<file path="config.mk">
export PLATFORM = sky130hd
export DESIGN_NAME = mcu_regs_flat
export DESIGN_NICKNAME = d
export VERILOG_FILES = /design/src/source/fdc_pkg.sv /design/src/source/fdc_ifs.sv /design/src/source/mcu_regs.sv /design/src/flat_wrapper.sv
export SDC_FILE = /design/constraint.sdc
export NUM_CORES = 1
export LEC_CHECK = 0
export BUFFER_PORTS_ARGS = -buffer_cell sky130_fd_sc_hd__buf_2
export CORE_MARGIN = 5
export CORE_UTILIZATION = 49
export CTS_CLUSTER_SIZE = 16
export DETAILED_ROUTE_END_ITERATION = 8
export GPL_TIMING_DRIVEN = 0
export PLACE_DENSITY_LB_ADDON = 0.1
export SETUP_SLACK_MARGIN = 0.02
export SLEW_MARGIN = 10
export SYNTH_ARGS = -nofsm -noshare
export SYNTH_HDL_FRONTEND = slang
export SYNTH_SLANG_ARGS = --single-unit
</file>
<file path="constraint.sdc">
create_clock -name CLK_MASTER -period 2.6 [get_ports CLK_MASTER]
set_input_delay 0.52 -clock CLK_MASTER [delete_from_list [all_inputs] [get_ports CLK_MASTER]]
set_output_delay 0.52 -clock CLK_MASTER [all_outputs]
set_load 0.03 [all_outputs]
</file>
<file path="src/source/fdc_pkg.sv">
package fdc_pkg;

	////////////////////////////////////////
	// Clocking

	localparam int clk_master_hz = 50_000_000;                  // Matches 20 ns period
	localparam int tick_10us_cycles = clk_master_hz / 100_000;  // Index reference tick
	localparam int tick_250us_cycles = clk_master_hz / 4_000;   // Step-rate tick

	// SRAM write FIFO
	localparam int fifo_depth = 16;
	localparam int fifo_ptr_w = $clog2(fifo_depth);

	// Firmware identity
	localparam logic [15:0] mco_type = 16'hDD55;
	localparam logic [15:0] mco_version = 16'h0023;

	////////////////////////////////////////
	// Widths with a meaning

	typedef logic [7:0] byte_t;          // MCU and SRAM data byte
	typedef logic [7:0] reg_addr_t;      // Register address
	typedef logic [18:0] sram_addr_t;    // 512 K address space
	typedef logic [15:0] index_count_t;  // Index period in 10 us units
	typedef logic [6:0] step_count_t;    // Steps still to go

	////////////////////////////////////////
	// Register map

	localparam reg_addr_t reg_addr_low = 8'h00;
	localparam reg_addr_t reg_addr_high = 8'h01;
	localparam reg_addr_t reg_addr_upper = 8'h02;
	localparam reg_addr_t reg_sram_data = 8'h03;
	localparam reg_addr_t reg_drive_ctl = 8'h04;  // Reads give type and version
	localparam reg_addr_t reg_status1 = 8'h0E;
	localparam reg_addr_t reg_status2 = 8'h0F;
	localparam reg_addr_t reg_scratch = 8'h30;    // 31 to 33 are read only
	localparam reg_addr_t reg_index_hi = 8'h40;
	localparam reg_addr_t reg_index_lo = 8'h41;
	localparam reg_addr_t reg_step_rate = 8'hF0;
	localparam reg_addr_t reg_step_cmd = 8'hFF;

	// State machines
	typedef enum logic [2:0] {mwc_idle, mwc_oe_off, mwc_write, mwc_write_end, mwc_inc_addr}
		mwc_state_t;
	typedef enum logic [1:0] {step_idle, step_pulse, step_settle} step_state_t;

endpackage

</file>
<file path="src/source/fdc_ifs.sv">
////////////////////////////////////////
// SRAM address and write path

interface sram_ctl_if import fdc_pkg::*; ();
	byte_t wr_byte;        // Byte from the MCU bus
	logic data_wr;         // Push wr_byte into the FIFO
	logic load_low;        // Address byte loads
	logic load_high;
	logic load_upper;
	logic rd_done;         // SRAM data read finished
	sram_addr_t addr;      // Current SRAM address
	logic addr_empty;      // Address is zero
	logic addr_full;       // Address is all ones
	logic fifo_busy;       // Write path still has data

	modport host (
		output wr_byte, data_wr, load_low, load_high, load_upper, rd_done,
		input addr, addr_empty, addr_full, fifo_busy
	);
	modport mem (
		input wr_byte, data_wr, load_low, load_high, load_upper, rd_done,
		output addr, addr_empty, addr_full, fifo_busy
	);
endinterface

////////////////////////////////////////
// Head stepper control

interface stepper_if import fdc_pkg::*; ();
	byte_t step_rate;   // Step clock divider
	byte_t cmd_byte;    // Direction in bit 7, count below
	logic cmd_wr;
	logic stepping;
	logic track0_hit;   // Seek ran into track 0

	modport host (output step_rate, cmd_byte, cmd_wr, input stepping, track0_hit);
	modport stepper (input step_rate, cmd_byte, cmd_wr, output stepping, track0_hit);
endinterface

////////////////////////////////////////
// Index period readout

interface index_if import fdc_pkg::*; ();
	logic hi_read;      // High byte read starting
	byte_t period_hi;
	byte_t period_lo;
	logic new_meas;

	modport host (output hi_read, input period_hi, period_lo, new_meas);
	modport timer (input hi_read, output period_hi, period_lo, new_meas);
endinterface

</file>
<file path="src/source/mcu_regs.sv">
module mcu_regs import fdc_pkg::*; (
	input logic CLK_MASTER,
	input logic reset,
	input logic mcu_pmall,
	input logic mcu_pmrd,
	input logic mcu_pmwr,
	input byte_t mcu_pmd_in,
	input byte_t sram_rd_data,
	input logic [4:0] drive_in,       // index, track0, wrprot, rdy, dens
	output byte_t mcu_pmd_out,
	output byte_t drive_ctl,
	sram_ctl_if.host sram,
	stepper_if.host step,
	index_if.host index
);

	reg_addr_t addr_lat;               // Register address from the bus
	logic [1:0] strb_s0, strb_s1, strb_s2;  // Bit 1 is PMWR, bit 0 is PMRD
	logic rd_pulse, rd_fall, wr_pulse;
	logic rd_busy;
	byte_t wr_data;
	byte_t scratch;
	byte_t step_rate_r;
	byte_t sram_rd_lat;

	////////////////////////////////////////
	// Address latch and strobe sync

	always_ff @(posedge CLK_MASTER) begin
		if (reset) begin
			addr_lat <= '0;
			strb_s0 <= '0;
			strb_s1 <= '0;
			strb_s2 <= '0;
		end else begin
			if (mcu_pmall)
				addr_lat <= mcu_pmd_in;  // Follows the bus while ALE is high
			strb_s0 <= {mcu_pmwr, mcu_pmrd};
			strb_s1 <= strb_s0;
			strb_s2 <= strb_s1;          // Edge detect stage
		end
	end

	assign rd_pulse = strb_s1[0] & ~strb_s2[0];
	assign rd_fall = ~strb_s1[0] & strb_s2[0];
	assign wr_pulse = strb_s1[1] & ~strb_s2[1];
	assign rd_busy = strb_s1[0] && (addr_lat == reg_sram_data);

	////////////////////////////////////////
	// Write decode

	always_ff @(posedge CLK_MASTER) begin
		if (reset) begin
			drive_ctl <= '0;
			scratch <= '0;
			step_rate_r <= '0;
			sram.data_wr <= 1'b0;
			sram.load_low <= 1'b0;
			sram.load_high <= 1'b0;
			sram.load_upper <= 1'b0;
			sram.rd_done <= 1'b0;
			step.cmd_wr <= 1'b0;
		end else begin
			// One-cycle pulses, aligned with wr_data
			sram.data_wr <= wr_pulse && (addr_lat == reg_sram_data);
			sram.load_low <= wr_pulse && (addr_lat == reg_addr_low);
			sram.load_high <= wr_pulse && (addr_lat == reg_addr_high);
			sram.load_upper <= wr_pulse && (addr_lat == reg_addr_upper);
			step.cmd_wr <= wr_pulse && (addr_lat == reg_step_cmd);
			sram.rd_done <= rd_fall && (addr_lat == reg_sram_data);  // Advance after read
			if (wr_pulse) begin
				case (addr_lat)
					reg_drive_ctl: drive_ctl <= mcu_pmd_in;
					reg_scratch: scratch <= mcu_pmd_in;
					reg_step_rate: step_rate_r <= mcu_pmd_in;
					default: ;
				endcase
			end
		end
	end

	// Payload bytes
	always_ff @(posedge CLK_MASTER) begin
		if (wr_pulse)
			wr_data <= mcu_pmd_in;
		if (!rd_busy)
			sram_rd_lat <= sram_rd_data;  // Hold SRAM byte steady for the host
	end

	assign sram.wr_byte = wr_data;
	assign step.cmd_byte = wr_data;
	assign step.step_rate = step_rate_r;
	assign index.hi_read = rd_pulse && (addr_lat == reg_index_hi);

	////////////////////////////////////////
	// Readback

	always_comb begin
		case (addr_lat)
			reg_addr_low: mcu_pmd_out = sram.addr[7:0];
			reg_addr_high: mcu_pmd_out = sram.addr[15:8];
			reg_addr_upper: mcu_pmd_out = {5'b0, sram.addr[18:16]};
			reg_sram_data: mcu_pmd_out = sram_rd_lat;
			reg_drive_ctl: mcu_pmd_out = mco_type[7:0];  // Type low byte
			reg_drive_ctl + 8'd1: mcu_pmd_out = mco_type[15:8];
			reg_drive_ctl + 8'd2: mcu_pmd_out = mco_version[7:0];
			reg_drive_ctl + 8'd3: mcu_pmd_out = mco_version[15:8];
			reg_status1: mcu_pmd_out = {3'b0, step.track0_hit, index.new_meas, 2'b0,
				sram.fifo_busy};
			reg_status2: mcu_pmd_out = {drive_in, step.stepping, sram.addr_empty,
				sram.addr_full};
			reg_scratch: mcu_pmd_out = scratch;
			reg_scratch + 8'd1: mcu_pmd_out = ~scratch;  // Inverse for bus tests
			reg_scratch + 8'd2: mcu_pmd_out = 8'h55;
			reg_scratch + 8'd3: mcu_pmd_out = 8'hAA;
			reg_index_hi: mcu_pmd_out = index.period_hi;
			reg_index_lo: mcu_pmd_out = index.period_lo;
			default: mcu_pmd_out = 8'h00;
		endcase
	end

	// A write push and a read advance come from strobes that never overlap
	a_no_wr_rd_overlap: assert property (@(posedge CLK_MASTER) disable iff (reset)
		!(sram.data_wr && sram.rd_done))
		else $error("FIFO push and SRAM read advance in the same cycle");

endmodule

</file>
<file path="src/flat_wrapper.sv">
// flat-port wrapper written by rule: the top's interface ports become plain ports
module mcu_regs_flat import fdc_pkg::*;
  (CLK_MASTER, reset, mcu_pmall, mcu_pmrd, mcu_pmwr, mcu_pmd_in, sram_rd_data, drive_in, mcu_pmd_out, drive_ctl, sram_wr_byte, sram_data_wr, sram_load_low, sram_load_high, sram_load_upper, sram_rd_done, sram_addr, sram_addr_empty, sram_addr_full, sram_fifo_busy, step_step_rate, step_cmd_byte, step_cmd_wr, step_stepping, step_track0_hit, index_hi_read, index_period_hi, index_period_lo, index_new_meas);
  sram_ctl_if sram_i ();
  stepper_if step_i ();
  index_if index_i ();
  input logic CLK_MASTER;
  input logic reset;
  input logic mcu_pmall;
  input logic mcu_pmrd;
  input logic mcu_pmwr;
  input byte_t mcu_pmd_in;
  input byte_t sram_rd_data;
  input logic [4:0] drive_in;
  output byte_t mcu_pmd_out;
  output byte_t drive_ctl;
  output wire logic [$bits(sram_i.wr_byte)-1:0] sram_wr_byte;
  output wire logic [$bits(sram_i.data_wr)-1:0] sram_data_wr;
  output wire logic [$bits(sram_i.load_low)-1:0] sram_load_low;
  output wire logic [$bits(sram_i.load_high)-1:0] sram_load_high;
  output wire logic [$bits(sram_i.load_upper)-1:0] sram_load_upper;
  output wire logic [$bits(sram_i.rd_done)-1:0] sram_rd_done;
  input wire logic [$bits(sram_i.addr)-1:0] sram_addr;
  input wire logic [$bits(sram_i.addr_empty)-1:0] sram_addr_empty;
  input wire logic [$bits(sram_i.addr_full)-1:0] sram_addr_full;
  input wire logic [$bits(sram_i.fifo_busy)-1:0] sram_fifo_busy;
  output wire logic [$bits(step_i.step_rate)-1:0] step_step_rate;
  output wire logic [$bits(step_i.cmd_byte)-1:0] step_cmd_byte;
  output wire logic [$bits(step_i.cmd_wr)-1:0] step_cmd_wr;
  input wire logic [$bits(step_i.stepping)-1:0] step_stepping;
  input wire logic [$bits(step_i.track0_hit)-1:0] step_track0_hit;
  output wire logic [$bits(index_i.hi_read)-1:0] index_hi_read;
  input wire logic [$bits(index_i.period_hi)-1:0] index_period_hi;
  input wire logic [$bits(index_i.period_lo)-1:0] index_period_lo;
  input wire logic [$bits(index_i.new_meas)-1:0] index_new_meas;
  assign sram_wr_byte = sram_i.wr_byte;
  assign sram_data_wr = sram_i.data_wr;
  assign sram_load_low = sram_i.load_low;
  assign sram_load_high = sram_i.load_high;
  assign sram_load_upper = sram_i.load_upper;
  assign sram_rd_done = sram_i.rd_done;
  assign sram_i.addr = sram_addr;
  assign sram_i.addr_empty = sram_addr_empty;
  assign sram_i.addr_full = sram_addr_full;
  assign sram_i.fifo_busy = sram_fifo_busy;
  assign step_step_rate = step_i.step_rate;
  assign step_cmd_byte = step_i.cmd_byte;
  assign step_cmd_wr = step_i.cmd_wr;
  assign step_i.stepping = step_stepping;
  assign step_i.track0_hit = step_track0_hit;
  assign index_hi_read = index_i.hi_read;
  assign index_i.period_hi = index_period_hi;
  assign index_i.period_lo = index_period_lo;
  assign index_i.new_meas = index_new_meas;
  mcu_regs u_core (.CLK_MASTER(CLK_MASTER), .reset(reset), .mcu_pmall(mcu_pmall), .mcu_pmrd(mcu_pmrd), .mcu_pmwr(mcu_pmwr), .mcu_pmd_in(mcu_pmd_in), .sram_rd_data(sram_rd_data), .drive_in(drive_in), .mcu_pmd_out(mcu_pmd_out), .drive_ctl(drive_ctl), .sram(sram_i), .step(step_i), .index(index_i));
endmodule
</file>
## Yosys cells after proc, flatten, opt, wreduce, memory -nomap -nowiden

Index checks and enable logic that the tools add are counted.

- Register bits: 60
- Input port bits: 67
- Word-level logic and storage cells: 52

- Equal/unequal tests: 16
- Multiplexer cells: 1
- Bitwise gates (word level): 7
- Reduce and logical (&&, ||, !) cells: 13

Operator list:

| operator | count |
|---|---|
| $pmux W8 S14 | 1 |
| $eq A8 B6 Y1 const B | 4 |
| $eq A8 B3 Y1 const B | 3 |
| $eq A8 B2 Y1 const B | 2 |
| $eq A8 B4 Y1 const B | 2 |
| $eq A8 B7 Y1 const B | 2 |
| $eq A8 B8 Y1 const B | 2 |
| $eq A8 B1 Y1 const B | 1 |
| $logic_and A1 B1 Y1 | 8 |
| $logic_not A8 Y1 | 1 |
| $not A8 Y8 | 1 |
| $reduce_and A2 Y1 | 3 |
| $and A1 B1 Y1 | 3 |
| $not A1 Y1 | 3 |
| $reduce_or A2 Y1 | 1 |

## Depth between registers and ports, before layout

Gate-level depths: netlist of run 1.

- Depth in word-level cells: 3
- Mapped depth: 7
- Depth with buffers taken out: 5

## Worst setup path after synthesis of run 1

No wires, ideal clock.

- Path type: reg-to-output
- Start: register u_core.addr_lat[1]
- End: output port mcu_pmd_out[7]
- Data arrival time: 1.807 ns
- Path slack: 0.273 ns
- Cell stages (with the launch flop): 8
- Cells stage by stage: dfxtp_1 -> buf_6 -> clkbuf_1 -> clkbuf_1 -> nand3_1 -> o21ai_0 -> a32oi_1 -> o211ai_1

- Cells in the longest elaborated chain, start to end: 3

Ends and longest elaborated chain:

| element | line | text |
|---|---|---|
| start, declared | mcu_regs.sv:17 | `reg_addr_t addr_lat;` |
| start signal, assigned | mcu_regs.sv:37 | `addr_lat <= mcu_pmd_in;` |
| $eq A8 B3 Y1 or $eq A8 B6 Y1 (tied branches) | mcu_regs.sv:99 | `case (addr_lat)` |
| $reduce_or A2 Y1 (no source line) | - |  |
| $pmux W8 S14 * | mcu_regs.sv:99 |  |
| end, declared | flat_wrapper.sv:15 | `output byte_t mcu_pmd_out;` |

Every way passes the cells marked *; elsewhere a longest branch is shown, timed or not.

## Worst setup path in the final report of run 1

- Start: register u_core.addr_lat[2]
- End: output port mcu_pmd_out[1]

The elaborated chain is that of the path after synthesis.

==> impl_metrics.csv, run 1 <==
group,metric,value,unit
run_status,status,"finished clean",
detailed_routing,drt-total-wl,9170,microns
hold_path,min_path_type,"in2reg",
cells_and_area,final_nets,492,
sta,worst_slack,45.3,ps
sta,fin_crit,2550,ps
clocking,clk_latency,330,ps
global_route,top_usage_layer,"met2",
clocking,cts_sinks,60,
logic_synthesis,synth_area,2990,sq um
power_and_ir_drop,leakagePower,1.90,nW
sta,worstMarginPinSlew,734,ps
worst_setup_path,critPathCapture,"mcu_pmd_out[1]",
sta,finalHoldViolations,0,
global_route,globalRouteMet1Util,29.2,%
logic_synthesis,seq_area_frac_synth,45.6,%
detailed_routing,num_vias,2856,
cells_and_area,multi_input_area,1590,sq um
placement,placed_cells,479,
worst_setup_path,worstSetupStartpoint,"u_core.addr_lat[2]",
placement,post-place-ws,16.6,ps
logic_synthesis,synth_cell_types,58,
cells_and_area,drive_above_1_share,47.2,%
worst_setup_path,worst_ep_arrival_time,2030,ps
cells_and_area,diodes,0,
floorplanning,fp.coreArea,5920,sq um
global_route,antenna_found_initial,0,
floorplanning,ioPinCount,114,
cells_and_area,final_area,4170,sq um
logic_synthesis,syn-mean-instance-area,10.2,sq um
logic_synthesis,synth_top_area_share,29.5,%
logic_synthesis,synth_area_leaders,"dfxtp_1 29%, edfxtp_1 16%, mux2i_1 13%",
worst_setup_path,r2r_start,"u_core.addr_lat[2]",
sta,slew_headroom,51.1,%
logic_synthesis,async_flop_share,0,%
detailed_routing,first_pass_iters,4,
cells_and_area,final_cells,505,
floorplanning,start_util,50.5,%
global_route,grt_max_degree,12,
placement,gp_congestion,0.941,
worst_setup_path,required,2080,ps
logic_synthesis,synth_top_cells_by_count,"44 x dfxtp_1, 38 x mux2i_1, 33 x nor2_1",
logic_synthesis,ys_ff_latch,60,
placement,numPortBuffers,111,
worst_setup_path,reg2reg_to,"u_core.step.step_rate[7]",
global_route,grt_use_met3,4.42,%
power_and_ir_drop,power.density,532,nW/um^2
clocking,root_buffer,"clkbuf_8",
worst_setup_path,r2r_setup_slack,240,ps
sta,holdWs,363,ps
detailed_routing,wl_per_cell,18.2,microns
detailed_routing,via_per_inst,5.66,
power_and_ir_drop,finalPower,0.00222,W
sta,finalSetupViolCount,0,
power_and_ir_drop,swShare,29.8,%
logic_synthesis,yosysWarnings,0,
floorplanning,dieHeight,88.1,microns
logic_synthesis,synthFlopType,"dfxtp_1",
logic_synthesis,syn_nets,360,
power_and_ir_drop,peakVddDrop,347,uV
floorplanning,die_w,88.1,microns
power_and_ir_drop,intPower,0.00156,W
cells_and_area,final-seq-area,1380,sq um
worst_setup_path,cp-end-kind,"output port",
global_route,use_met2,39.4,%
sta,clock.fmax,391,MHz
worst_setup_path,r2r_cells,7,
worst_setup_path,critPathKind,"reg2out",
power_and_ir_drop,pwr-share-clk,34.7,%
placement,hpwl,6490,microns
global_route,grt_pass1_vias,2772,
clocking,h-tree-depth,3,
power_and_ir_drop,power_switching,0.000662,W
clocking,clockBufferDepth,2,
global_route,grt_first_pass_wirelength,13600,microns
detailed_routing,antenna_left,0,
worst_setup_path,path_max_fanout,6,
worst_setup_path,cp-start-kind,"flop",
global_route,track_usage,23.0,%
logic_synthesis,yosysMostFrequentCell,"dfxtp_1",
logic_synthesis,yosysTopAreaCell,"dfxtp_1",
power_and_ir_drop,pwr-share-seq,45.0,%
power_and_ir_drop,combinationalPowerShare,20.3,%
sta,rsz0062_at_grt,"true",
detailed_routing,drt_first_iter_violations,196,
flow_run,maxCapViolCount,0,
logic_synthesis,synth-edff-count,16,
cells_and_area,syn2layout_area_growth,39.6,%
logic_synthesis,netlist_instances,293,
sta,slew_violations,0,
floorplanning,rows,28,
clocking,clk_pin_slew,70,ps
placement,place_area,3640,sq um
clocking,numCtsBuffers,9,
sta,fin_crit_sh,98.3,%
floorplanning,dieArea,7760,sq um
global_route,grt_overflow,0,
cells_and_area,fill_cells,488,
detailed_routing,drc,0,
clocking,cts_tree,"built",
sta,worst_clock_skew,7.97,ps
[worst min path at each step]
stage,from,endpoint,cells after the start
detailed placement,u_core.strb_s1[0],u_core.sram.rd_done,1
floorplan,u_core.strb_s1[0],u_core.sram.rd_done,1
global route,sram_rd_data[4],u_core.sram_rd_lat[4],1
CTS,sram_rd_data[1],u_core.sram_rd_lat[1],1
global placement,u_core.strb_s0[1],u_core.strb_s1[1],1
finish,sram_rd_data[1],u_core.sram_rd_lat[1],1
[cell families after synthesis]
| logic type | synth area share (%) |
|---|---|
| flops | 45.6 |
| buf+inv | 5.74 |
| mux | 13.9 |
| xor+xnor | 1.17 |
| compound gates | 12.4 |
| simple gates | 21.2 |
[metal layers]
layer  routed length (microns)  vias up  part of all wire [%]
li1                          -     1345                     -
met3                       686       12                   7.5
met4                       131        0                   1.4
met5                         0        -                     0
met2                      4620      131                    50
met1                      3730     1368                    41
[metrics by stage]
step	setup TNS (ps)	utilization (%)
2_1_floorplan	0	-
3_3_place_gp	0	61.4
3_5_place_dp	0	61.4
4_1_cts	0	67.2
5_1_grt	-69.1	70.5
6_report	0	70.5
[power by group through the flow]
stage	Sequential, W	Combinational [W]	Clock (W)
global route	0.00100	0.000476	0.000834
detailed placement	0.00101	0.000358	0
CTS	0.000998	0.000392	0.000777
finish	0.00100	0.000451	0.000770
floorplan	0.00102	0.000222	0
global placement	0.00101	0.000358	0
[final cells by class]
cell class	instances	area share [%]
multi-input combinational	199	38.2
sequential	60	33.1
timing repair buffer	124	16.5
buffer	28	5.52
clock buffer	11	3.39
tap	75	2.25
clock inverter	5	0.840
inverter	3	0.270
[cells in the final DEF (no fill, tap or decap), drive strengths merged, types with 3 or more instances in the layout]
cell type    n
nand2b       5
a22oi        4
o21ai        4
mux2i       38
dfxtp       44
edfxtp      16
buf        144
and2         3
o32ai        4
a31oi        3
nor2        41
clkbuf      19
nand3        7
inv          5
a32oi        5
nand4        3
a211o        4
nor4bb       3
nand2       13
nor4b        5
nor3         5
mux2         3
nor2b        7
a32o         3
or3          3
[worst max-delay path, cell delays in order, from the launching register on]
cell and delay, ps:
dfxtp_1 320, buf_6 130, buf_4 150, and2_4 160, a32o_1 260, a32o_1 200, a221o_1 330, buf_6 150
[registers in the layout, indices dropped and copies added (netlist names)]
| name | flops |
|---|---|
| u_core.scratch | 8 |
| u_core.sram.load_low | 1 |
| u_core.step.step_rate | 8 |
| u_core.sram.load_upper | 1 |
| u_core.sram_rd_lat | 8 |
| u_core.sram.load_high | 1 |
| u_core.strb_s0 | 2 |
| u_core.step.cmd_wr | 1 |
| u_core.addr_lat | 8 |
| u_core.sram.data_wr | 1 |
| u_core.sram.rd_done | 1 |
| u_core.sram.wr_byte | 8 |
| u_core.strb_s2 | 2 |
| u_core.strb_s1 | 2 |
| u_core.drive_ctl | 8 |
[what timing repair did]
action                     CTS  global route
setup buffers                5             8
hold buffers                 0             0
pin swaps                    2            18
resized for setup           44            48
setup endpoints to repair    9             8
(Power assumes the default switching activity.)
==> run 2, diff against run 1 <==
--- a/config.mk
+++ b/config.mk
@@ -5,7 +5,7 @@
 export SDC_FILE = /design/constraint.sdc
 export NUM_CORES = 1
 export LEC_CHECK = 0
-export BUFFER_PORTS_ARGS = -buffer_cell sky130_fd_sc_hd__buf_2
+export BUFFER_PORTS_ARGS = -buffer_cell sky130_fd_sc_hd__buf_4
 export CORE_MARGIN = 5
 export CORE_UTILIZATION = 49
 export CTS_CLUSTER_SIZE = 16
@@ -13,6 +13,7 @@
 export GPL_TIMING_DRIVEN = 0
 export PLACE_DENSITY_LB_ADDON = 0.1
 export SETUP_SLACK_MARGIN = 0.02
+export SKIP_CTS_REPAIR_TIMING = 1
 export SLEW_MARGIN = 10
 export SYNTH_ARGS = -nofsm -noshare
 export SYNTH_HDL_FRONTEND = slang
==> impl_metrics.csv, run 2 (same netlist as run 1, synthesis figures left out) <==
group,metric,value,unit
cells_and_area,final_nets,498,
clocking,numCtsBuffers,9,
power_and_ir_drop,peakVddDrop,409,uV
power_and_ir_drop,swShare,29.3,%
power_and_ir_drop,intPower,0.00159,W
power_and_ir_drop,power.density,505,nW/um^2
cells_and_area,final_area,4440,sq um
detailed_routing,drc,0,
power_and_ir_drop,pwr-share-clk,33.8,%
clocking,h-tree-depth,3,
sta,worst_clock_skew,7.40,ps
sta,fin_crit_sh,97.9,%
sta,holdWs,351,ps
worst_setup_path,path_common_cell,"buf_4",
cells_and_area,layout_commonest_cell,"buf_4",
worst_setup_path,slowest_delay,410,ps
cells_and_area,diodes,0,
detailed_routing,drt_first_iter_violations,241,
flow_run,maxCapViolCount,0,
cells_and_area,drive_above_1_share,47.7,%
placement,post-place-ws,52.1,ps
placement,placed_cells,479,
sta,finalSetupViolCount,0,
placement,gp_congestion,0.912,
worst_setup_path,required,2080,ps
floorplanning,rows,28,
clocking,clk_latency,340,ps
floorplanning,dieHeight,88.1,microns
sta,rsz0062_at_grt,"true",
power_and_ir_drop,leakagePower,2.00,nW
cells_and_area,multi_input_area,1580,sq um
worst_setup_path,cp-start-kind,"flop",
detailed_routing,antenna_left,0,
detailed_routing,wl_per_cell,18.5,microns
floorplanning,die_w,88.1,microns
sta,tns,0,ps
floorplanning,ioPinCount,114,
run_status,status,"finished clean",
sta,fin_crit,2540,ps
hold_path,min_path_type,"in2reg",
detailed_routing,via_per_inst,5.74,
clocking,clockBufferDepth,2,
sta,slew_violations,0,
floorplanning,start_util,50.5,%
worst_setup_path,worst_ep_arrival_time,2020,ps
floorplanning,fp.coreArea,5920,sq um
detailed_routing,num_vias,2932,
clocking,cts_tree,"built",
global_route,grt_max_degree,12,
worst_setup_path,critPathKind,"reg2out",
worst_setup_path,path_max_fanout,7,
cells_and_area,fill_cells,453,
placement,hpwl,6800,microns
worst_setup_path,cp-end-kind,"output port",
clocking,root_buffer,"clkbuf_8",
detailed_routing,first_pass_iters,5,
sta,finalHoldViolations,0,
worst_setup_path,crit_chain,"buf_6 > buf_4 > or3_1 > a2bb2oi_1 > o32ai_2 > a211o_1 > buf_4",
global_route,antenna_found_initial,0,
clocking,cts_sinks,60,
cells_and_area,final-seq-area,1380,sq um
sta,worst_slack,55.8,ps
detailed_routing,drt-total-wl,9470,microns
global_route,grt_overflow,0,
placement,numPortBuffers,111,
cells_and_area,final_cells,511,
sta,worstMarginPinSlew,720,ps
power_and_ir_drop,pwr-share-seq,44.6,%
cells_and_area,syn2layout_area_growth,48.7,%
global_route,grt_first_pass_wirelength,14100,microns
clocking,clk_pin_slew,70,ps
power_and_ir_drop,power_switching,0.000657,W
placement,place_area,3920,sq um
global_route,grt_pass1_vias,2837,
worst_setup_path,critPathSlowestCell,"or3_1",
global_route,track_usage,23.6,%
cells_and_area,mostFrequentLayoutCells,"136 x buf_4, 38 x dfxtp_1, 37 x mux2i_1",
sta,slew_headroom,52.0,%
sta,clock.fmax,393,MHz
floorplanning,dieArea,7760,sq um
power_and_ir_drop,combinationalPowerShare,21.7,%
run 2: changes by cell type in the layout (fill, tap and decap cells not counted), moves of 2 or more:
cell,delta
buf_2,-103
clkinv_4,+2
clkinv_2,+2
buf_4,+110
buf_8,-2
run 2: path summary, 6_finish.rpt:
kind,cells after the start,start,end,slack [ps]
max,7,u_core.addr_lat[4],mcu_pmd_out[3],60
min,1,sram_rd_data[5],u_core.sram_rd_lat[5],350
max reg2reg,7,u_core.addr_lat[5],u_core.sram_rd_lat[2],440
min reg2reg,1,u_core.strb_s1[0],u_core.sram.rd_done,440
run 2: critical path, delay by kind of cell (launching register included):
kind	cells	cell delay, ps
compound gates	3	480
flops	1	370
buf+inv	3	420
simple gates	1	410
run 2: power groups by stage:
stage	combinational [W]	sequential [W]	clock (W)
after floorplan	0.000222	0.00102	0
after global placement	0.000401	0.00101	0
after detailed placement	0.000403	0.00101	0
after CTS	0.000405	0.000991	0.000760
after global routing	0.000510	0.00100	0.000803
final	0.000486	0.00100	0.000758
run 2: metrics by stage:
stage / utilization [%] / power (W)
floorplan: - / 0.00124
global placement: 66.1 / 0.00141
detailed placement: 66.1 / 0.00142
CTS: 69.1 / 0.00216
global route: 75.0 / 0.00231
finish: 75.0 / 0.00224
run 2: area by class of cell:
type                    instances  area share [%]
well taps                      75            2.11
repair buffers                129            22.0
flip-flops and latches         60            31.0
clock buffers                  10            3.10
clock inverters                 6           0.901
multi-input cells             199            35.5
inverters                       3           0.254
plain buffers                  29            5.13
run 2: routing by layer:
metal | GRT usage (%) | vias to the layer above | routed length, microns
li1 | - | 1355 | -
met1 | 30.6 | 1404 | 3920
met2 | 38.3 | 154 | 4610
met3 | 5.83 | 19 | 785
met4 | 8.65 | 0 | 153
met5 | 0 | - | 0
